$ cat config.mk
export PLATFORM = sky130hd
export DESIGN_NAME = cluster_periph_top
export DESIGN_NICKNAME = d
export VERILOG_FILES = /design/src/logic/periph_reg_pkg.sv /design/src/logic/cluster_event_pkg.sv /design/src/logic/periph_reg_decode.sv /design/src/logic/perf_counter_bank.sv /design/src/logic/periph_readback.sv /design/src/logic/cluster_periph_top.sv
export VERILOG_INCLUDE_DIRS = /design/src /design/src/logic
export SDC_FILE = /design/constraint.sdc
export NUM_CORES = 1
export LEC_CHECK = 0
export ABC_CLOCK_PERIOD_IN_PS = 4600
export BUFFER_PORTS_ARGS = -buffer_cell sky130_fd_sc_hd__buf_4
export CAP_MARGIN = 10
export CORE_ASPECT_RATIO = 1.4
export CORE_MARGIN = 4
export CORE_UTILIZATION = 40
export CTS_BUF_LIST = sky130_fd_sc_hd__clkbuf_4 sky130_fd_sc_hd__clkbuf_8 sky130_fd_sc_hd__clkbuf_16
export DETAILED_ROUTE_END_ITERATION = 6
export REMOVE_ABC_BUFFERS = 1
export SLEW_MARGIN = 0
export SYNTH_ARGS = -nofsm -noshare
export SYNTH_HDL_FRONTEND = slang
export SYNTH_SLANG_ARGS = --single-unit
$ cat constraint.sdc
create_clock -name clk_i -period 4.6 [get_ports clk_i]
set_input_delay 0.69 -clock clk_i [delete_from_list [all_inputs] [get_ports clk_i]]
set_output_delay 0.69 -clock clk_i [all_outputs]
set_load 0.01 [all_outputs]
$ cat src/logic/periph_defs.svh
// Cluster peripheral parameters.
// Core and counter counts, data widths and the register map offsets.

`ifndef PERIPH_DEFS_SVH
`define PERIPH_DEFS_SVH

`define PERIPH_NR_CORES      4
`define PERIPH_NUM_PERF_CNT  4
`define PERIPH_PERF_CNT_W    48
`define PERIPH_ADDR_W        8
`define PERIPH_DATA_W        64

// Byte offsets, one 64-bit word per register.
`define PERIPH_OFS_CNT_EN       8'h00
`define PERIPH_OFS_CNT_SEL      8'h08
`define PERIPH_OFS_CNT          8'h28
`define PERIPH_OFS_CLINT_SET    8'h48
`define PERIPH_OFS_CLINT_CLEAR  8'h50
`define PERIPH_OFS_PREFETCH     8'h58

`endif

$ cat src/logic/periph_reg_pkg.sv
// Cluster peripheral register map types.
// Request and response words, decoded access and the write-data views.

`include "periph_defs.svh"

package periph_reg_pkg;

  typedef struct packed {
    logic                      valid;
    logic                      write;
    logic [`PERIPH_ADDR_W-1:0] addr;
    logic [`PERIPH_DATA_W-1:0] wdata;
  } reg_req_t;

  typedef struct packed {
    logic                      valid;
    logic [`PERIPH_DATA_W-1:0] rdata;
    logic                      error;
  } reg_rsp_t;

  typedef enum logic [2:0] {
    CNT_EN,
    CNT_SEL,
    CNT,
    CLINT_SET,
    CLINT_CLEAR,
    PREFETCH,
    NONE
  } reg_region_e;

  // Counter select register layout.
  typedef struct packed {
    logic [47:0] reserved;
    logic [7:0]  hart;
    logic [7:0]  metric;
  } perf_sel_t;

  typedef union packed {
    logic [`PERIPH_DATA_W-1:0] raw;
    perf_sel_t                 sel;
  } reg_wdata_u;

  typedef struct packed {
    logic        valid;
    logic        write;
    reg_region_e region;
    logic [1:0]  index;
    reg_wdata_u  wdata;
    logic        error;
  } reg_access_t;

endpackage

$ cat src/logic/cluster_event_pkg.sv
// Cluster event types.
// Per-core, TCDM and instruction-cache event strobes and the metric codes.

package cluster_event_pkg;

  typedef struct packed {
    logic retired_instr;
    logic retired_load;
    logic issue_fpu;
  } core_events_t;

  typedef struct packed {
    logic inc_accessed;
    logic inc_congested;
  } tcdm_events_t;

  typedef struct packed {
    logic l0_miss;
    logic l0_hit;
    logic l0_prefetch;
    logic l0_stall;
  } icache_events_t;

  typedef enum logic [7:0] {
    CYCLE           = 8'd0,
    RETIRED_INSTR   = 8'd1,
    RETIRED_LOAD    = 8'd2,
    ISSUE_FPU       = 8'd3,
    TCDM_ACCESSED   = 8'd4,
    TCDM_CONGESTED  = 8'd5,
    ICACHE_MISS     = 8'd6,
    ICACHE_HIT      = 8'd7,
    ICACHE_PREFETCH = 8'd8,
    ICACHE_STALL    = 8'd9
  } perf_metric_e;

endpackage

$ cat src/logic/periph_reg_decode.sv
// Register decode for the cluster peripheral.
// Maps request addresses to regions and holds the enable, CLINT and prefetch registers.

`timescale 1ns/1ps

`include "periph_defs.svh"

module periph_reg_decode (
  input  logic                              clk_i,
  input  logic                              rst_i,
  input  periph_reg_pkg::reg_req_t          reg_req_i,
  output periph_reg_pkg::reg_access_t       access_o,
  output logic [`PERIPH_NUM_PERF_CNT-1:0]   cnt_en_o,
  output logic [31:0]                       clint_o,
  output logic                              prefetch_en_o
);

  logic [`PERIPH_ADDR_W-1:0]       addr;
  logic [`PERIPH_ADDR_W-1:0]       ofs_sel;
  logic [`PERIPH_ADDR_W-1:0]       ofs_cnt;
  logic [`PERIPH_NUM_PERF_CNT-1:0] cnt_en_q;
  logic [31:0]                     clint_q;
  logic                            prefetch_q;

  assign addr    = reg_req_i.addr;
  assign ofs_sel = addr - `PERIPH_OFS_CNT_SEL;
  assign ofs_cnt = addr - `PERIPH_OFS_CNT;

  always_comb begin
    access_o.valid  = reg_req_i.valid;
    access_o.write  = reg_req_i.write;
    access_o.wdata  = reg_req_i.wdata;
    access_o.region = periph_reg_pkg::NONE;
    access_o.index  = 2'd0;
    // Only whole-word aligned addresses map to a register.
    if (addr[2:0] == 3'b000) begin
      if (addr == `PERIPH_OFS_CNT_EN) begin
        access_o.region = periph_reg_pkg::CNT_EN;
      end else if (addr >= `PERIPH_OFS_CNT_SEL &&
                   addr < `PERIPH_OFS_CNT_SEL + 8 * `PERIPH_NUM_PERF_CNT) begin
        access_o.region = periph_reg_pkg::CNT_SEL;
        access_o.index  = ofs_sel[4:3];
      end else if (addr >= `PERIPH_OFS_CNT &&
                   addr < `PERIPH_OFS_CNT + 8 * `PERIPH_NUM_PERF_CNT) begin
        access_o.region = periph_reg_pkg::CNT;
        access_o.index  = ofs_cnt[4:3];
      end else if (addr == `PERIPH_OFS_CLINT_SET) begin
        access_o.region = periph_reg_pkg::CLINT_SET;
      end else if (addr == `PERIPH_OFS_CLINT_CLEAR) begin
        access_o.region = periph_reg_pkg::CLINT_CLEAR;
      end else if (addr == `PERIPH_OFS_PREFETCH) begin
        access_o.region = periph_reg_pkg::PREFETCH;
      end
    end
    access_o.error = (access_o.region == periph_reg_pkg::NONE);
  end

  always_ff @(posedge clk_i) begin
    if (rst_i) begin
      cnt_en_q   <= '1;
      clint_q    <= '0;
      prefetch_q <= 1'b1;
    end else if (access_o.valid && access_o.write) begin
      case (access_o.region)
        periph_reg_pkg::CNT_EN:      cnt_en_q   <= access_o.wdata.raw[`PERIPH_NUM_PERF_CNT-1:0];
        periph_reg_pkg::CLINT_SET:   clint_q    <= clint_q | access_o.wdata.raw[31:0];
        periph_reg_pkg::CLINT_CLEAR: clint_q    <= clint_q & ~access_o.wdata.raw[31:0];
        periph_reg_pkg::PREFETCH:    prefetch_q <= access_o.wdata.raw[0];
        default: ;
      endcase
    end
  end

  assign cnt_en_o      = cnt_en_q;
  assign clint_o       = clint_q;
  assign prefetch_en_o = prefetch_q;

endmodule

$ cat src/logic/perf_counter_bank.sv
// Performance counter bank.
// Per-counter metric and hart selection, event pipelining and 48-bit counting.

`timescale 1ns/1ps

`include "periph_defs.svh"

module perf_counter_bank (
  input  logic                                                   clk_i,
  input  logic                                                   rst_i,
  input  periph_reg_pkg::reg_access_t                            access_i,
  input  logic [`PERIPH_NUM_PERF_CNT-1:0]                        cnt_en_i,
  input  cluster_event_pkg::core_events_t   [`PERIPH_NR_CORES-1:0] core_events_i,
  input  cluster_event_pkg::tcdm_events_t                        tcdm_events_i,
  input  cluster_event_pkg::icache_events_t [`PERIPH_NR_CORES-1:0] icache_events_i,
  output logic [`PERIPH_NUM_PERF_CNT-1:0][`PERIPH_PERF_CNT_W-1:0] cnt_o,
  output periph_reg_pkg::perf_sel_t [`PERIPH_NUM_PERF_CNT-1:0]   sel_o
);

  localparam int unsigned hart_w = $clog2(`PERIPH_NR_CORES);

  // Metrics tracked straight out of reset.
  localparam cluster_event_pkg::perf_metric_e [`PERIPH_NUM_PERF_CNT-1:0] rst_metric = {
    cluster_event_pkg::ICACHE_MISS,
    cluster_event_pkg::TCDM_ACCESSED,
    cluster_event_pkg::RETIRED_INSTR,
    cluster_event_pkg::CYCLE
  };

  cluster_event_pkg::tcdm_events_t                          tcdm_q;
  cluster_event_pkg::icache_events_t [`PERIPH_NR_CORES-1:0] icache_q;

  logic [`PERIPH_NUM_PERF_CNT-1:0][`PERIPH_PERF_CNT_W-1:0] cnt_q;
  cluster_event_pkg::perf_metric_e [`PERIPH_NUM_PERF_CNT-1:0] metric_q;
  logic [`PERIPH_NUM_PERF_CNT-1:0][hart_w-1:0]            hart_q;

  logic [`PERIPH_NUM_PERF_CNT-1:0] inc;
  logic [`PERIPH_NUM_PERF_CNT-1:0] cnt_wr;
  logic [`PERIPH_NUM_PERF_CNT-1:0] sel_wr;

  // Register accesses aimed at a single counter.
  always_comb begin
    for (int i = 0; i < `PERIPH_NUM_PERF_CNT; i++) begin
      cnt_wr[i] = access_i.valid && access_i.write && (access_i.index == i[1:0]) &&
                  (access_i.region == periph_reg_pkg::CNT);
      sel_wr[i] = access_i.valid && access_i.write && (access_i.index == i[1:0]) &&
                  (access_i.region == periph_reg_pkg::CNT_SEL);
    end
  end

  // Core events are used as they arrive, TCDM and icache events one cycle late.
  always_comb begin
    for (int i = 0; i < `PERIPH_NUM_PERF_CNT; i++) begin
      case (metric_q[i])
        cluster_event_pkg::CYCLE:           inc[i] = 1'b1;
        cluster_event_pkg::RETIRED_INSTR:   inc[i] = core_events_i[hart_q[i]].retired_instr;
        cluster_event_pkg::RETIRED_LOAD:    inc[i] = core_events_i[hart_q[i]].retired_load;
        cluster_event_pkg::ISSUE_FPU:       inc[i] = core_events_i[hart_q[i]].issue_fpu;
        cluster_event_pkg::TCDM_ACCESSED:   inc[i] = tcdm_q.inc_accessed;
        cluster_event_pkg::TCDM_CONGESTED:  inc[i] = tcdm_q.inc_congested;
        cluster_event_pkg::ICACHE_MISS:     inc[i] = icache_q[hart_q[i]].l0_miss;
        cluster_event_pkg::ICACHE_HIT:      inc[i] = icache_q[hart_q[i]].l0_hit;
        cluster_event_pkg::ICACHE_PREFETCH: inc[i] = icache_q[hart_q[i]].l0_prefetch;
        cluster_event_pkg::ICACHE_STALL:    inc[i] = icache_q[hart_q[i]].l0_stall;
        default:                            inc[i] = 1'b0;
      endcase
    end
  end

  always_ff @(posedge clk_i) begin
    if (rst_i) begin
      tcdm_q   <= '0;
      icache_q <= '0;
      cnt_q    <= '0;
      metric_q <= rst_metric;
      hart_q   <= '0;
    end else begin
      tcdm_q   <= tcdm_events_i;
      icache_q <= icache_events_i;
      for (int i = 0; i < `PERIPH_NUM_PERF_CNT; i++) begin
        // A counter write wins over that cycle's increment.
        if (cnt_wr[i]) begin
          cnt_q[i] <= '0;
        end else if (cnt_en_i[i]) begin
          cnt_q[i] <= cnt_q[i] + `PERIPH_PERF_CNT_W'(inc[i]);
        end
        if (sel_wr[i]) begin
          metric_q[i] <= cluster_event_pkg::perf_metric_e'(access_i.wdata.sel.metric);
          hart_q[i]   <= access_i.wdata.sel.hart[hart_w-1:0];
        end
      end
    end
  end

  always_comb begin
    for (int i = 0; i < `PERIPH_NUM_PERF_CNT; i++) begin
      sel_o[i].reserved = '0;
      sel_o[i].hart     = 8'(hart_q[i]);
      sel_o[i].metric   = metric_q[i];
    end
  end

  assign cnt_o = cnt_q;

endmodule

$ cat src/logic/periph_readback.sv
// Register readback for the cluster peripheral.
// Selects read data by region and returns a registered one-cycle response.

`timescale 1ns/1ps

`include "periph_defs.svh"

module periph_readback (
  input  logic                                                   clk_i,
  input  logic                                                   rst_i,
  input  periph_reg_pkg::reg_access_t                            access_i,
  input  logic [`PERIPH_NUM_PERF_CNT-1:0][`PERIPH_PERF_CNT_W-1:0] cnt_i,
  input  periph_reg_pkg::perf_sel_t [`PERIPH_NUM_PERF_CNT-1:0]   sel_i,
  input  logic [`PERIPH_NUM_PERF_CNT-1:0]                        cnt_en_i,
  input  logic                                                   prefetch_en_i,
  output periph_reg_pkg::reg_rsp_t                               reg_rsp_o
);

  logic [`PERIPH_DATA_W-1:0] rdata;
  logic [`PERIPH_DATA_W-1:0] rdata_q;
  logic                      valid_q;
  logic                      error_q;

  // CLINT set and clear read as zero, as does anything unmapped.
  always_comb begin
    case (access_i.region)
      periph_reg_pkg::CNT_EN:   rdata = `PERIPH_DATA_W'(cnt_en_i);
      periph_reg_pkg::CNT_SEL:  rdata = sel_i[access_i.index];
      periph_reg_pkg::CNT:      rdata = `PERIPH_DATA_W'(cnt_i[access_i.index]);
      periph_reg_pkg::PREFETCH: rdata = `PERIPH_DATA_W'(prefetch_en_i);
      default:                  rdata = '0;
    endcase
  end

  always_ff @(posedge clk_i) begin
    if (rst_i) begin
      valid_q <= 1'b0;
      error_q <= 1'b0;
    end else begin
      valid_q <= access_i.valid;
      error_q <= access_i.valid && access_i.error;
    end
  end

  always_ff @(posedge clk_i) begin
    if (access_i.valid) begin
      rdata_q <= rdata;
    end
  end

  assign reg_rsp_o.valid = valid_q;
  assign reg_rsp_o.rdata = rdata_q;
  assign reg_rsp_o.error = error_q;

endmodule

$ cat src/logic/cluster_periph_top.sv
// Cluster peripheral top level.
// Register decode, performance counter bank and register readback.

`timescale 1ns/1ps

`include "periph_defs.svh"

module cluster_periph_top (
  input  logic                                                   clk_i,
  input  logic                                                   rst_i,
  input  periph_reg_pkg::reg_req_t                               reg_req_i,
  output periph_reg_pkg::reg_rsp_t                               reg_rsp_o,
  input  cluster_event_pkg::core_events_t   [`PERIPH_NR_CORES-1:0] core_events_i,
  input  cluster_event_pkg::tcdm_events_t                        tcdm_events_i,
  input  cluster_event_pkg::icache_events_t [`PERIPH_NR_CORES-1:0] icache_events_i,
  output logic [`PERIPH_NR_CORES-1:0]                            cl_clint_o,
  output logic                                                   icache_prefetch_enable_o
);

  periph_reg_pkg::reg_access_t                             access;
  logic [`PERIPH_NUM_PERF_CNT-1:0]                         cnt_en;
  logic [31:0]                                             clint;
  logic [`PERIPH_NUM_PERF_CNT-1:0][`PERIPH_PERF_CNT_W-1:0] cnt;
  periph_reg_pkg::perf_sel_t [`PERIPH_NUM_PERF_CNT-1:0]    sel;

  periph_reg_decode periph_reg_decode_inst (
    .clk_i         (clk_i),
    .rst_i         (rst_i),
    .reg_req_i     (reg_req_i),
    .access_o      (access),
    .cnt_en_o      (cnt_en),
    .clint_o       (clint),
    .prefetch_en_o (icache_prefetch_enable_o)
  );

  perf_counter_bank perf_counter_bank_inst (
    .clk_i           (clk_i),
    .rst_i           (rst_i),
    .access_i        (access),
    .cnt_en_i        (cnt_en),
    .core_events_i   (core_events_i),
    .tcdm_events_i   (tcdm_events_i),
    .icache_events_i (icache_events_i),
    .cnt_o           (cnt),
    .sel_o           (sel)
  );

  periph_readback periph_readback_inst (
    .clk_i         (clk_i),
    .rst_i         (rst_i),
    .access_i      (access),
    .cnt_i         (cnt),
    .sel_i         (sel),
    .cnt_en_i      (cnt_en),
    .prefetch_en_i (icache_prefetch_enable_o),
    .reg_rsp_o     (reg_rsp_o)
  );

  // One wake-up bit per core.
  assign cl_clint_o = clint[`PERIPH_NR_CORES-1:0];

endmodule

# [Word-level counts from Yosys, hierarchy flattened]
# Cells that the tools add are included.
[word_totals] output_inout_bits=71 wordCells=169 reg_bits=353 in_bits=106
[op_classes] muxes=35 n_bitwise=3 addsub=6 n_reduce_logical=32 n_lt_le_gt_ge=9 eq_ne=48
[op_table] cell="$pmux W64 S4" count=1
[op_table] cell="$add A48 B1 Y48" count=4
[op_table] cell="$bmux W64 S2" count=1
[op_table] cell="$eq A8 B3 Y1 const B" count=16
[op_table] cell="$bmux W48 S2" count=1
[op_table] cell="$eq A8 B2 Y1 const B" count=8
[op_table] cell="$eq A8 B4 Y1 const B" count=8
[op_table] cell="$mux W64" count=1
[op_table] cell="$pmux W32 S2" count=1
[op_table] cell="$mux W48" count=1
[op_table] cell="$logic_not A8 Y1" count=5
[op_table] cell="$pmux W1 S10" count=4
[op_table] cell="$and A32 B32 Y32" count=1
[op_table] cell="$bmux W4 S2" count=4
[op_table] cell="$eq A8 B1 Y1 const B" count=4
[op_table] cell="$not A32 Y32" count=1
[op_table] cell="$or A32 B32 Y32" count=1
[op_table] cell="$bmux W3 S2" count=4
[op_table] cell="$eq A8 B7 Y1 const B" count=3
[op_table] cell="$mux W3" count=7
[op_table] cell="$logic_and A1 B1 Y1" count=16
[op_table] cell="$mux W4" count=4
[op_table] cell="$lt A2 B3 Y1 const B" count=5
[op_table] cell="$mux W5" count=2
[op_table] cell="16 further kinds" count=30

# [Longest topological paths before layout]
# Gate-level depths: netlist of run 1.
[logic_depth] ltp_word=12 ltp_mapped=14 ltp_nobuf=12

# [Hierarchy]
# Synthesis of run 1 repeated with hierarchy kept, for this count alone.
[hier_totals] hier_cells=2156 hier_area_um2=21275.4
[modules_own_cells] mod="perf_counter_bank" seq_area_each_um2=5004.8 n_inst=1 cells_each=1619 area_each_um2=13758.2
[modules_own_cells] mod="periph_readback" seq_area_each_um2=1961.9 n_inst=1 cells_each=296 area_each_um2=5346.4
[modules_own_cells] mod="periph_reg_decode" seq_area_each_um2=740.7 n_inst=1 cells_each=241 area_each_um2=2170.8

# [Worst setup path before layout of run 1]
# Ideal clock, no wire load.
[synth_timing] path_type="reg2reg" start="reg perf_counter_bank_inst.hart_q, in the netlist perf_counter_bank_inst.sel_o[136]" end="reg perf_counter_bank_inst.cnt_q, in the netlist perf_counter_bank_inst.cnt_o[131]" setup_slack_ns=1.086 period_less_slack_ns=3.514 n_path_buf=3 arrival_time_ns=3.443 required_time_ns=4.530 setup_time_ns=0.070 path_stages_with_launch=14 path_cell_list="dfxtp_1 > clkbuf_1 > mux4_2 > mux2i_1 > a211oi_1 > o311a_1 > ha_1 > nand3_1 > or4_4 > buf_6 > or3_1 > buf_2 > or4b_1 > a21oi_1"
[synth_between] elab_chain_cells=4 word_cells_on_any_way=6 classes_between="add/sub: 1; mux: 5"
[synth_rtl] element="start, declared" line="perf_counter_bank.sv:35" source="logic [`PERIPH_NUM_PERF_CNT-1:0][hart_w-1:0] hart_q;"
[synth_rtl] element="start signal, assigned by index" line="perf_counter_bank.sv:89" source="hart_q[i] <= access_i.wdata.sel.hart[hart_w-1:0];"
[synth_rtl] element="$bmux W4 S2 / $bmux W3 S2 (equally long branches)"
[synth_rtl] element="$mux W4 (implied by the code) / $mux W3 (equally long branches)" line="perf_counter_bank.sv:61, perf_counter_bank.sv:56"
[synth_rtl] element="$pmux W1 S10 (*)" line="perf_counter_bank.sv:54" source="case (metric_q[i])"
[synth_rtl] element="$add A48 B1 Y48 (*)" line="perf_counter_bank.sv:85" source="cnt_q[i] <= cnt_q[i] + `PERIPH_PERF_CNT_W'(inc[i]);"
[synth_rtl] element="end signal, assigned by index" line="perf_counter_bank.sv:85"
[synth_rtl] element="end, declared" line="perf_counter_bank.sv:33" source="logic [`PERIPH_NUM_PERF_CNT-1:0][`PERIPH_PERF_CNT_W-1:0] cnt_q;"
# Every way passes the cells marked *; elsewhere a longest branch is shown, timed or not. The select of a mux whose other input is x is not followed.
# A chain may end at the register's enable or synchronous reset.

# [Final worst setup path of run 1]
# Ends and elaborated chain as after synthesis.

==> metrics.md, run 1 <==
| Metric | Value |
|---|---|
| Outcome | finished, final reports clean |
| Pwr Total | 6.127 mW |
| RSZ-0062 raised after global routing | no |
| Reg power frac | 45.7% |
| Synth top area cells | dfxtp_1 (33%), edfxtp_1 (9.0%), nor2_1 (4.2%) |
| Commonest cells after routing, fill and taps aside | dfxtp_1 (261), nor2_1 (178), nand2_1 (132) |
| CP top delay family | simple AND/OR/NAND/NOR gates |
| Io pins | 177 |
| Final Hold Slack | 372.7 ps |
| Synthesized cell area | 16,020 um2 |
| Worst Tran Pin Value | 1119 ps |
| Distinct cells, synth | 67 |
| Area growth from synthesis to layout | 14.88% |
| Placed inst area | 17,140 um2 |
| Worst relative slew slack | 25.04% |
| Worst path bufs/invs | 1 |
| Leakage | 6.318 nW |
| Post-DP HPWL | 33.99 mm |
| Fin crit share | 86.93% |
| Hold Path Class | primary input to flip-flop |
| Post-Route WL | 46.85 mm |
| Clk buf depth | 3 |
| Worst Skew | 23.67 ps |
| Setup_tns | 0 ps |
| Hold Fails Final Rpt | 0 |
| Comb power frac | 4.7% |
| Ys async rst share | 0% |
| Initial DRT Pass Iterations | 5 |
| CTS tree | built |
| Power Dens Cells | 333.0 nW/um2 |
| Synth Flop Type | dfxtp_1 |
| Clock power share | 49.6% |
| Max Cap Viol | 0 |
| Final ANT Viol Nets | 0 |
| Util after Layout | 46.59% |
| Proportion of layout cells with a drive suffix above 1 | 12.69% |
| Net Sw Frac | 21.98% |
| CP Capture Type | flip-flop |
| WP data required | 5060 ps |
| Iter 0 DRT Violations | 905 |
| Post-Synthesis Cells | 1,790 |
| Fin nets | 1,951 |
| Site Rows | 86 |
| First-pass GRT wire length | 73.44 mm |
| Net switching power | 1.347 mW |
| Slowest-stage cell, CP | dfxtp_1 |
| Fmax | 0.2501 GHz |
| Dpl ws | 547.9 ps |
| Full die area | 43,350 um2 |
| CTS sink cnt | 309 |
| Synth warn | 0 |
| Clock transition at path regs | 60 ps |
| Setup-failing EPs final | 0 |
| Clock latency on the worst-skew pair | 530 ps |
| CP most frequent cell | a21oi_1 |
| Largest net degree at the start of global routing | 50 |
| Non-filler instance count after layout | 2,387 |
| Critical path arrival | 4450 ps |
| VDD IR max | 0.2395 mV |
| Number of global-route vias before repair | 13,459 |
| Antenna violations before repair | 1 |
| CP max FO | 18 |
| Cell Int Power | 4.780 mW |
| Register area share after synthesis | 41.63% |
| Flop and latch count out of synthesis | 309 |
| Setup bufs post-CTS | 0 |
| CTS H-Tree Depth | 2 |
| CTS Buf Count | 34 |
| Remaining DRCs | 0 |
| N_diodes | 0 |
| Routed vias | 13,966 |
| Final worst setup slack | 601.1 ps |
| Global Route Usage Sum | 21.09% |
| Post-route cell area | 18,400 um2 |
| Critical Path Max Stage Delay | 630 ps |
| Crit path launch type | flip-flop |
| Area leader, netlist | dfxtp_1 |
| Chip Width | 177.1 um |
| Initial core utilization | 40.56% |
| Max-slew violations | 0 |
| Placed cells | 2,327 |
| Post-cts resize count | 0 |
| Clk root buf | clkbuf_16 |
| Port Buffers | 106 |
| GPL Wtd Cong | 0.9009 |
| Crit path kind | flip-flop to flip-flop |
| Post-Syn Area per Cell | 8.947 um2 |
| Commonest non-fill, non-tap cell in the layout | dfxtp_1 |
| Average wire per standard cell | 19.63 um |
| Die Height | 244.8 um |
| Vias per cell | 5.851 |
| Crit-path cells | buf_4 -> mux4_2 -> a21oi_1 -> o21ai_0 -> o311a_1 -> ha_1 -> nand3_1 -> or4_4 -> or3_1 -> or4b_1 -> a21oi_1 |
| Core area | 39,490 um2 |
| Cts hold-fix bufs | 0 |
| Post-synth top area share | 32.63% |
| Grt ovf | 0 |
| Minimum clock period | 3999 ps |
| Post-synth EDFFs | 48 |
-- power groups by stage --
stage	Combinational, mW	Sequential, mW	Clock (mW)
2_1_floorplan	0.117	2.86	0
3_3_place_gp	0.284	2.86	0
3_5_place_dp	0.289	2.86	0
4_1_cts	0.289	2.80	3.10
5_1_grt	0.314	2.80	3.21
6_report	0.288	2.80	3.04
-- sequential cells by signal, indices dropped and copies added (netlist names), named ones only --
register and cells:
perf_counter_bank_inst.sel_o 40, periph_readback_inst.rdata_q 48, periph_readback_inst.valid_q 1, periph_reg_decode_inst.cnt_en_o 4
periph_reg_decode_inst.prefetch_en_o 1, perf_counter_bank_inst.cnt_o 192, periph_readback_inst.error_q 1, perf_counter_bank_inst.icache_q 16
perf_counter_bank_inst.tcdm_q 2
-- cells in the mapped netlist (11+ instances only) --
| cell type | count |
|---|---|
| xor2_1 | 60 |
| buf_2 | 16 |
| nor2_1 | 179 |
| a22o_1 | 30 |
| clkbuf_1 | 89 |
| mux2i_1 | 54 |
| buf_1 | 11 |
| nand4_1 | 69 |
| nand2_1 | 132 |
| a21oi_1 | 112 |
| edfxtp_1 | 48 |
| nor3_1 | 36 |
| o31ai_1 | 23 |
| nor2b_1 | 32 |
| and3_1 | 29 |
| dfxtp_1 | 261 |
| xnor2_1 | 54 |
| inv_1 | 38 |
| or4_1 | 34 |
| buf_4 | 18 |
| mux4_2 | 28 |
| and4_1 | 26 |
| and2_1 | 20 |
| or3_1 | 46 |
| nand3_1 | 67 |
| nor4_1 | 34 |
| o221ai_1 | 11 |
| o21ai_0 | 56 |
| a22oi_1 | 60 |
-- cell type report --
type	instances	area, um2
clock buffers	51	1102
clock inverters	9	157.7
fillers	3880	21090
inverters	38	142.6
multi-input cells	1323	8688
flip-flops and latches	309	6666
well taps	528	660.6
repair buffers	129	980.9
-- final timing paths --
| path | startpoint | end | slack (ps) | cells past startpoint |
|---|---|---|---|---|
| worst min register to register | perf_counter_bank_inst.cnt_o[47] | perf_counter_bank_inst.cnt_o[47] | 490 | 2 |
| worst max register to register | perf_counter_bank_inst.sel_o[136] | perf_counter_bank_inst.cnt_o[131] | 600 | 11 |
| worst min-delay path | icache_events_i[3] | perf_counter_bank_inst.icache_q[3] | 370 | 2 |
| worst max-delay path | perf_counter_bank_inst.sel_o[136] | perf_counter_bank_inst.cnt_o[131] | 600 | 11 |
-- logic make-up (layout without fill, tap and decap cells) --
group	after synthesis	count (layout)	synth area share, %
muxes	83	83	7.383
other	1	16	0.02342
and+or+nand+nor	738	738	24.17
adders and majority gates	10	10	0.7813
buffers and inverters	173	227	4.648
AOI/OAI and AO/OA	362	362	15.13
DFF	309	309	41.62
xor gates and xnor gates	114	114	6.234
-- metal layers --
metal  part of all wire, %  wire length (um)  track usage [%]  vias up
li1                      -                 -                -     6664
met1                    39             18430            24.42     6781
met2                    51             23890            38.02      397
met3                   4.4              2046            2.804      124
met4                   5.3              2485            10.36        0
met5                     0                 0                0        -
Note: power is estimated with default switching activity, not from simulation.
==> run 2, diff against run 1 <==
Settings changed: BUFFER_PORTS_ARGS -buffer_cell sky130_fd_sc_hd__buf_4 to -buffer_cell sky130_fd_sc_hd__buf_2.
==> run 2 against run 1 <==
  * Worst hold slack about the same
  * Utilization down 0.93 points
  * Combinational power down 8.3%
  * Critical path depth down 1
  * Count of clock-buffer cells in the layout unchanged
  * Clock skew up 1.5 ps
  * Sequential power about the same
==> metrics.md, run 2 (same netlist as run 1, synthesis figures left out) <==
| Metric | Value |
|---|---|
| Max FFs per register | 192 |
| CP Capture Type | flip-flop |
| Proportion of layout cells with a drive suffix above 1 | 12.54% |
| Placed cells | 2,324 |
| Commonest cells after routing, fill and taps aside | dfxtp_1 (261), nor2_1 (178), nand2_1 (132) |
| Outcome | finished, final reports clean |
| N_diodes | 0 |
| Setup-failing EPs final | 0 |
| Final worst setup slack | 491.9 ps |
| Worst relative slew slack | 22.09% |
| Post-DP HPWL | 33.26 mm |
| Hold Fails Final Rpt | 0 |
| WP data required | 5030 ps |
| Non-filler instance count after layout | 2,386 |
| Post-Route WL | 45.65 mm |
| RSZ-0062 raised after global routing | no |
| Crit path launch type | flip-flop |
| Full die area | 43,350 um2 |
| Cts hold-fix bufs | 0 |
| Post-cts resize count | 0 |
| Clk buf depth | 3 |
| Leakage | 6.199 nW |
| Fin crit share | 89.31% |
| Crit-path cells | mux4_2 -> mux2i_1 -> a211oi_1 -> o311a_1 -> ha_1 -> nand3_1 -> or4_4 -> or3_1 -> or4b_1 -> a21oi_1 |
| Routed vias | 13,794 |
| Global Route Usage Sum | 20.52% |
| Area growth from synthesis to layout | 12.59% |
| Number of global-route vias before repair | 13,206 |
| Worst Skew | 25.15 ps |
| GPL Wtd Cong | 0.9238 |
| CTS Buf Count | 35 |
| Max-slew violations | 0 |
| Chip Width | 177.1 um |
| Worst Tran Pin Value | 1163 ps |
| Fin nets | 1,949 |
| Slowest-stage cell, CP | dfxtp_1 |
| Critical path arrival | 4540 ps |
| Util after Layout | 45.66% |
| Antenna violations before repair | 0 |
| Clk root buf | clkbuf_16 |
| Max Cap Viol | 0 |
| Port Buffers | 106 |
| Initial DRT Pass Iterations | 5 |
| CTS sink cnt | 309 |
| Io pins | 177 |
| Hold Path Class | primary input to flip-flop |
| Iter 0 DRT Violations | 893 |
| Power Dens Cells | 325.9 nW/um2 |
| Setup bufs post-CTS | 0 |
| First-pass GRT wire length | 71.44 mm |
| VDD IR max | 0.2206 mV |
| Fmax | 0.2434 GHz |
| Site Rows | 86 |
| CP max FO | 18 |
| Largest net degree at the start of global routing | 50 |
| Dpl ws | 508.0 ps |
| Clock transition at path regs | 60 ps |
| Clock latency on the worst-skew pair | 520 ps |
| Die Height | 244.8 um |
| Critical Path Max Stage Delay | 690 ps |
| Commonest non-fill, non-tap cell in the layout | dfxtp_1 |
| Setup_tns | 0 ps |
| Grt ovf | 0 |
| Average wire per standard cell | 19.13 um |
| Crit path kind | flip-flop to flip-flop |
| CTS tree | built |
| Remaining DRCs | 0 |
| Final ANT Viol Nets | 0 |
| CTS H-Tree Depth | 2 |
| Core area | 39,490 um2 |
| Vias per cell | 5.781 |
| Minimum clock period | 4108 ps |
| Initial core utilization | 40.56% |
[run 2: changes by cell type in the layout (fill, tap and decap cells not counted), sizes merged]
cell and change:
clkinvlp -2, clkinv +7, buf -3, bufinv -3
[run 2: area by class of cell]
type	instances	area, um2
Clock buffer	51	1087
Fill cell	3882	21460
Sequential cell	309	6666
Timing Repair Buffer	126	705.7
Inverter	38	142.6
Tap cell	528	660.6
Clock inverter	11	81.33
Multi-Input combinational cell	1323	8688
[run 2: worst paths after layout]
check | startpoint | endpoint | slack [ps] | depth (start not counted)
setup / recovery | perf_counter_bank_inst.sel_o[136] | perf_counter_bank_inst.cnt_o[131] | 490 | 10
hold / removal | icache_events_i[8] | perf_counter_bank_inst.icache_q[8] | 370 | 2
setup reg to reg | perf_counter_bank_inst.sel_o[136] | perf_counter_bank_inst.cnt_o[131] | 490 | 10
hold reg to reg | perf_counter_bank_inst.cnt_o[95] | perf_counter_bank_inst.cnt_o[95] | 480 | 2
[run 2: per-stage QoR]
step / area, um2 / power, mW / hold slack [ps]
after floorplan: 15470 / 2.980 / 451.6
after global placement: 16860 / 3.118 / 462.9
after detailed placement: 16860 / 3.123 / 473.6
after CTS: 18030 / 5.938 / 353.9
after global routing: 18030 / 6.065 / 366.1
final: 18030 / 5.876 / 372.8
[run 2: power breakdown]
part / total, mW / leakage, nW / switching [mW] / internal [mW]
sequential: 2.80 / 2.58 / 0.0229 / 2.78
clock: 2.81 / 0.593 / 1.12 / 1.70
combinational: 0.264 / 3.03 / 0.175 / 0.0889
[run 2: worst max-delay path, delay by kind of cell, from the launching register on]
family / cells / cell delay [ps]
simple gates: 4 / 1910
compound gates: 3 / 730
flops: 1 / 690
mux: 2 / 420
fa+ha+maj: 1 / 270
[run 2: layer usage]
layer	vias to the layer above	global-route usage, %	routed length [um]
met2	413	36.10	22810
met3	125	2.573	2102
met1	6588	24.28	18060
li1	6668	-	-
met5	-	0	0
met4	0	10.86	2675
==> run 3, diff against run 2 <==
Settings changed: MAX_ROUTING_LAYER set to met4, RECOVER_POWER set to 25, TNS_END_PERCENT set to 30.
==> run 3 against run 2 <==
  * Die area unchanged
  * The run now ends with design-rule violations, max-capacitance violations, max-slew violations left
  * Clock power barely moved
  * Maximum frequency grew 0.78%
  * Clock skew barely moved
  * Design area decreased by 0.29%
  * Wire length increased by 0.38%
  * Critical path depth unchanged
==> metrics.md, run 3 (same netlist as run 1, synthesis figures left out) <==
| Metric | Value |
|---|---|
| Outcome | complete, but fails checks |
| Failing checks | design-rule violations, max-capacitance violations, max-slew violations |
| Area growth from synthesis to layout | 12.27% |
| Antenna violations before repair | 0 |
| Worst reg2reg path depth | 10 |
| Die Height | 244.8 um |
| Full die area | 43,350 um2 |
| N_diodes | 0 |
| Worst Tran Pin Value | 2785 ps |
| Iter 0 DRT Violations | 915 |
| Cts hold-fix bufs | 0 |
| CTS sink cnt | 309 |
| Setup-failing EPs final | 0 |
| Io pins | 177 |
| Setup bufs post-CTS | 0 |
| VDD IR max | 0.2202 mV |
| Clock latency on the worst-skew pair | 520 ps |
| Max-slew violations | 130 |
| Hold Fails Final Rpt | 0 |
| GR Util met2 | 36.00% |
| Average wire per standard cell | 19.20 um |
| Chip Width | 177.1 um |
| Fin crit share | 88.61% |
| HP Start | icache_events_i[8] |
| Reg2reg setup slack | 520 ps |
| CTS tree | built |
| Largest net degree at the start of global routing | 50 |
| Initial DRT Pass Iterations | 7 |
| Reg-to-Reg End | perf_counter_bank_inst.cnt_o[131] |
| CTS Buf Count | 35 |
| Max FFs per register | 192 |
| Dpl ws | 508.0 ps |
| Worst r2r src | perf_counter_bank_inst.sel_o[136] |
| Fin nets | 1,949 |
| Minimum clock period | 4076 ps |
| CP Capture Type | flip-flop |
| Vias per cell | 5.784 |
| RSZ-0062 raised after global routing | no |
| Hold-critical path depth | 2 |
| GR Layer Usage met1 | 24.44% |
| Commonest non-fill, non-tap cell in the layout | dfxtp_1 |
| Post-Route WL | 45.82 mm |
| Fmax | 0.2453 GHz |
| Post-DP HPWL | 33.26 mm |
| Crit path kind | flip-flop to flip-flop |
| Final ANT Viol Nets | 0 |
| Site Rows | 86 |
| Core area | 39,490 um2 |
| Met3 usage | 2.450% |
| Clk buf depth | 3 |
| Routed vias | 13,801 |
| First-pass GRT wire length | 71.44 mm |
| Number of global-route vias before repair | 13,195 |
| Final worst setup slack | 523.9 ps |
| Proportion of layout cells with a drive suffix above 1 | 10.50% |
| CTS H-Tree Depth | 2 |
| Max Cap Viol | 3 |
| WP data required | 5040 ps |
| Worst Setup SP | perf_counter_bank_inst.sel_o[136] |
| Grt ovf | 0 |
| Port Buffers | 106 |
| Worst relative slew slack | -85.70% |
| Crit path launch type | flip-flop |
| GPL Wtd Cong | 0.9401 |
| Post-cts resize count | 0 |
| Gr busiest metal | met2 |
| Global Route Usage Sum | 21.11% |
| Leakage | 6.077 nW |
| Clock transition at path regs | 60 ps |
| Util after Layout | 45.53% |
| CP max FO | 18 |
| Clk root buf | clkbuf_16 |
| Initial core utilization | 40.56% |
| Hold endpoint | perf_counter_bank_inst.icache_q[8] |
| Critical path arrival | 4510 ps |
| Power Dens Cells | 326.7 nW/um2 |
| Commonest cells after routing, fill and taps aside | dfxtp_1 (261), nor2_1 (178), nand2_1 (132) |
| Remaining DRCs | 2 |
| Hold Path Class | primary input to flip-flop |
| Worst Skew | 25.04 ps |
## run 3: worst max path at each step
stage | to | cells after the start
after global placement | perf_counter_bank_inst.cnt_o[131] | 10
final | perf_counter_bank_inst.cnt_o[131] | 10
after global routing | perf_counter_bank_inst.cnt_o[131] | 10
after detailed placement | perf_counter_bank_inst.cnt_o[131] | 10
after CTS | perf_counter_bank_inst.cnt_o[131] | 10
after floorplan | perf_counter_bank_inst.sel_o[64] | 5
## run 3: cell type report
type                       instances  area, um2
fill                            3902      21510
timing repair buffer             126      653.1
multi-input combinational       1323       8688
inverter                          38      142.6
clock inverter                    11      81.33
tap                              528      660.6
sequential                       309       6666
clock buffer                      51       1087
## run 3: worst max-delay path: stages (launching register included)
cell and delay, ps:
dfxtp_1 680, mux4_2 340, mux2i_1 80, a211oi_1 260, o311a_1 320, ha_1 270, nand3_1 150, or4_4 580
or3_1 590, or4b_1 590, a21oi_1 150
## run 3: per-layer routing
| metal | part of all wire [%] | up-vias |
|---|---|---|
| li1 | - | 6666 |
| met1 | 40 | 6609 |
| met2 | 50 | 392 |
| met3 | 4.1 | 134 |
| met4 | 5.7 | 0 |
| met5 | 0 | - |
## run 3: power breakdown
group | leakage, nW | internal (mW) | switching [mW] | total (mW)
Clock | 0.593 | 1.70 | 1.12 | 2.81
Sequential | 2.58 | 2.78 | 0.0233 | 2.80
Combinational | 2.90 | 0.0850 | 0.175 | 0.260
Total | 6.08 | 4.56 | 1.32 | 5.87
## run 3: metrics by stage
stage | instances | cell area [um2] | hold WS [ps] | power, mW | setup TNS (ps)
3_5_place_dp | 2324 | 16860 | 473.6 | 3.123 | 0
4_1_cts | 2386 | 18030 | 353.9 | 5.938 | 0
3_3_place_gp | 2324 | 16860 | 462.9 | 3.118 | 0
6_report | 2386 | 17980 | 373.7 | 5.875 | 0
2_1_floorplan | 1670 | 15470 | 451.6 | 2.980 | -4887
5_1_grt | 2386 | 17980 | 366.1 | 6.061 | 0
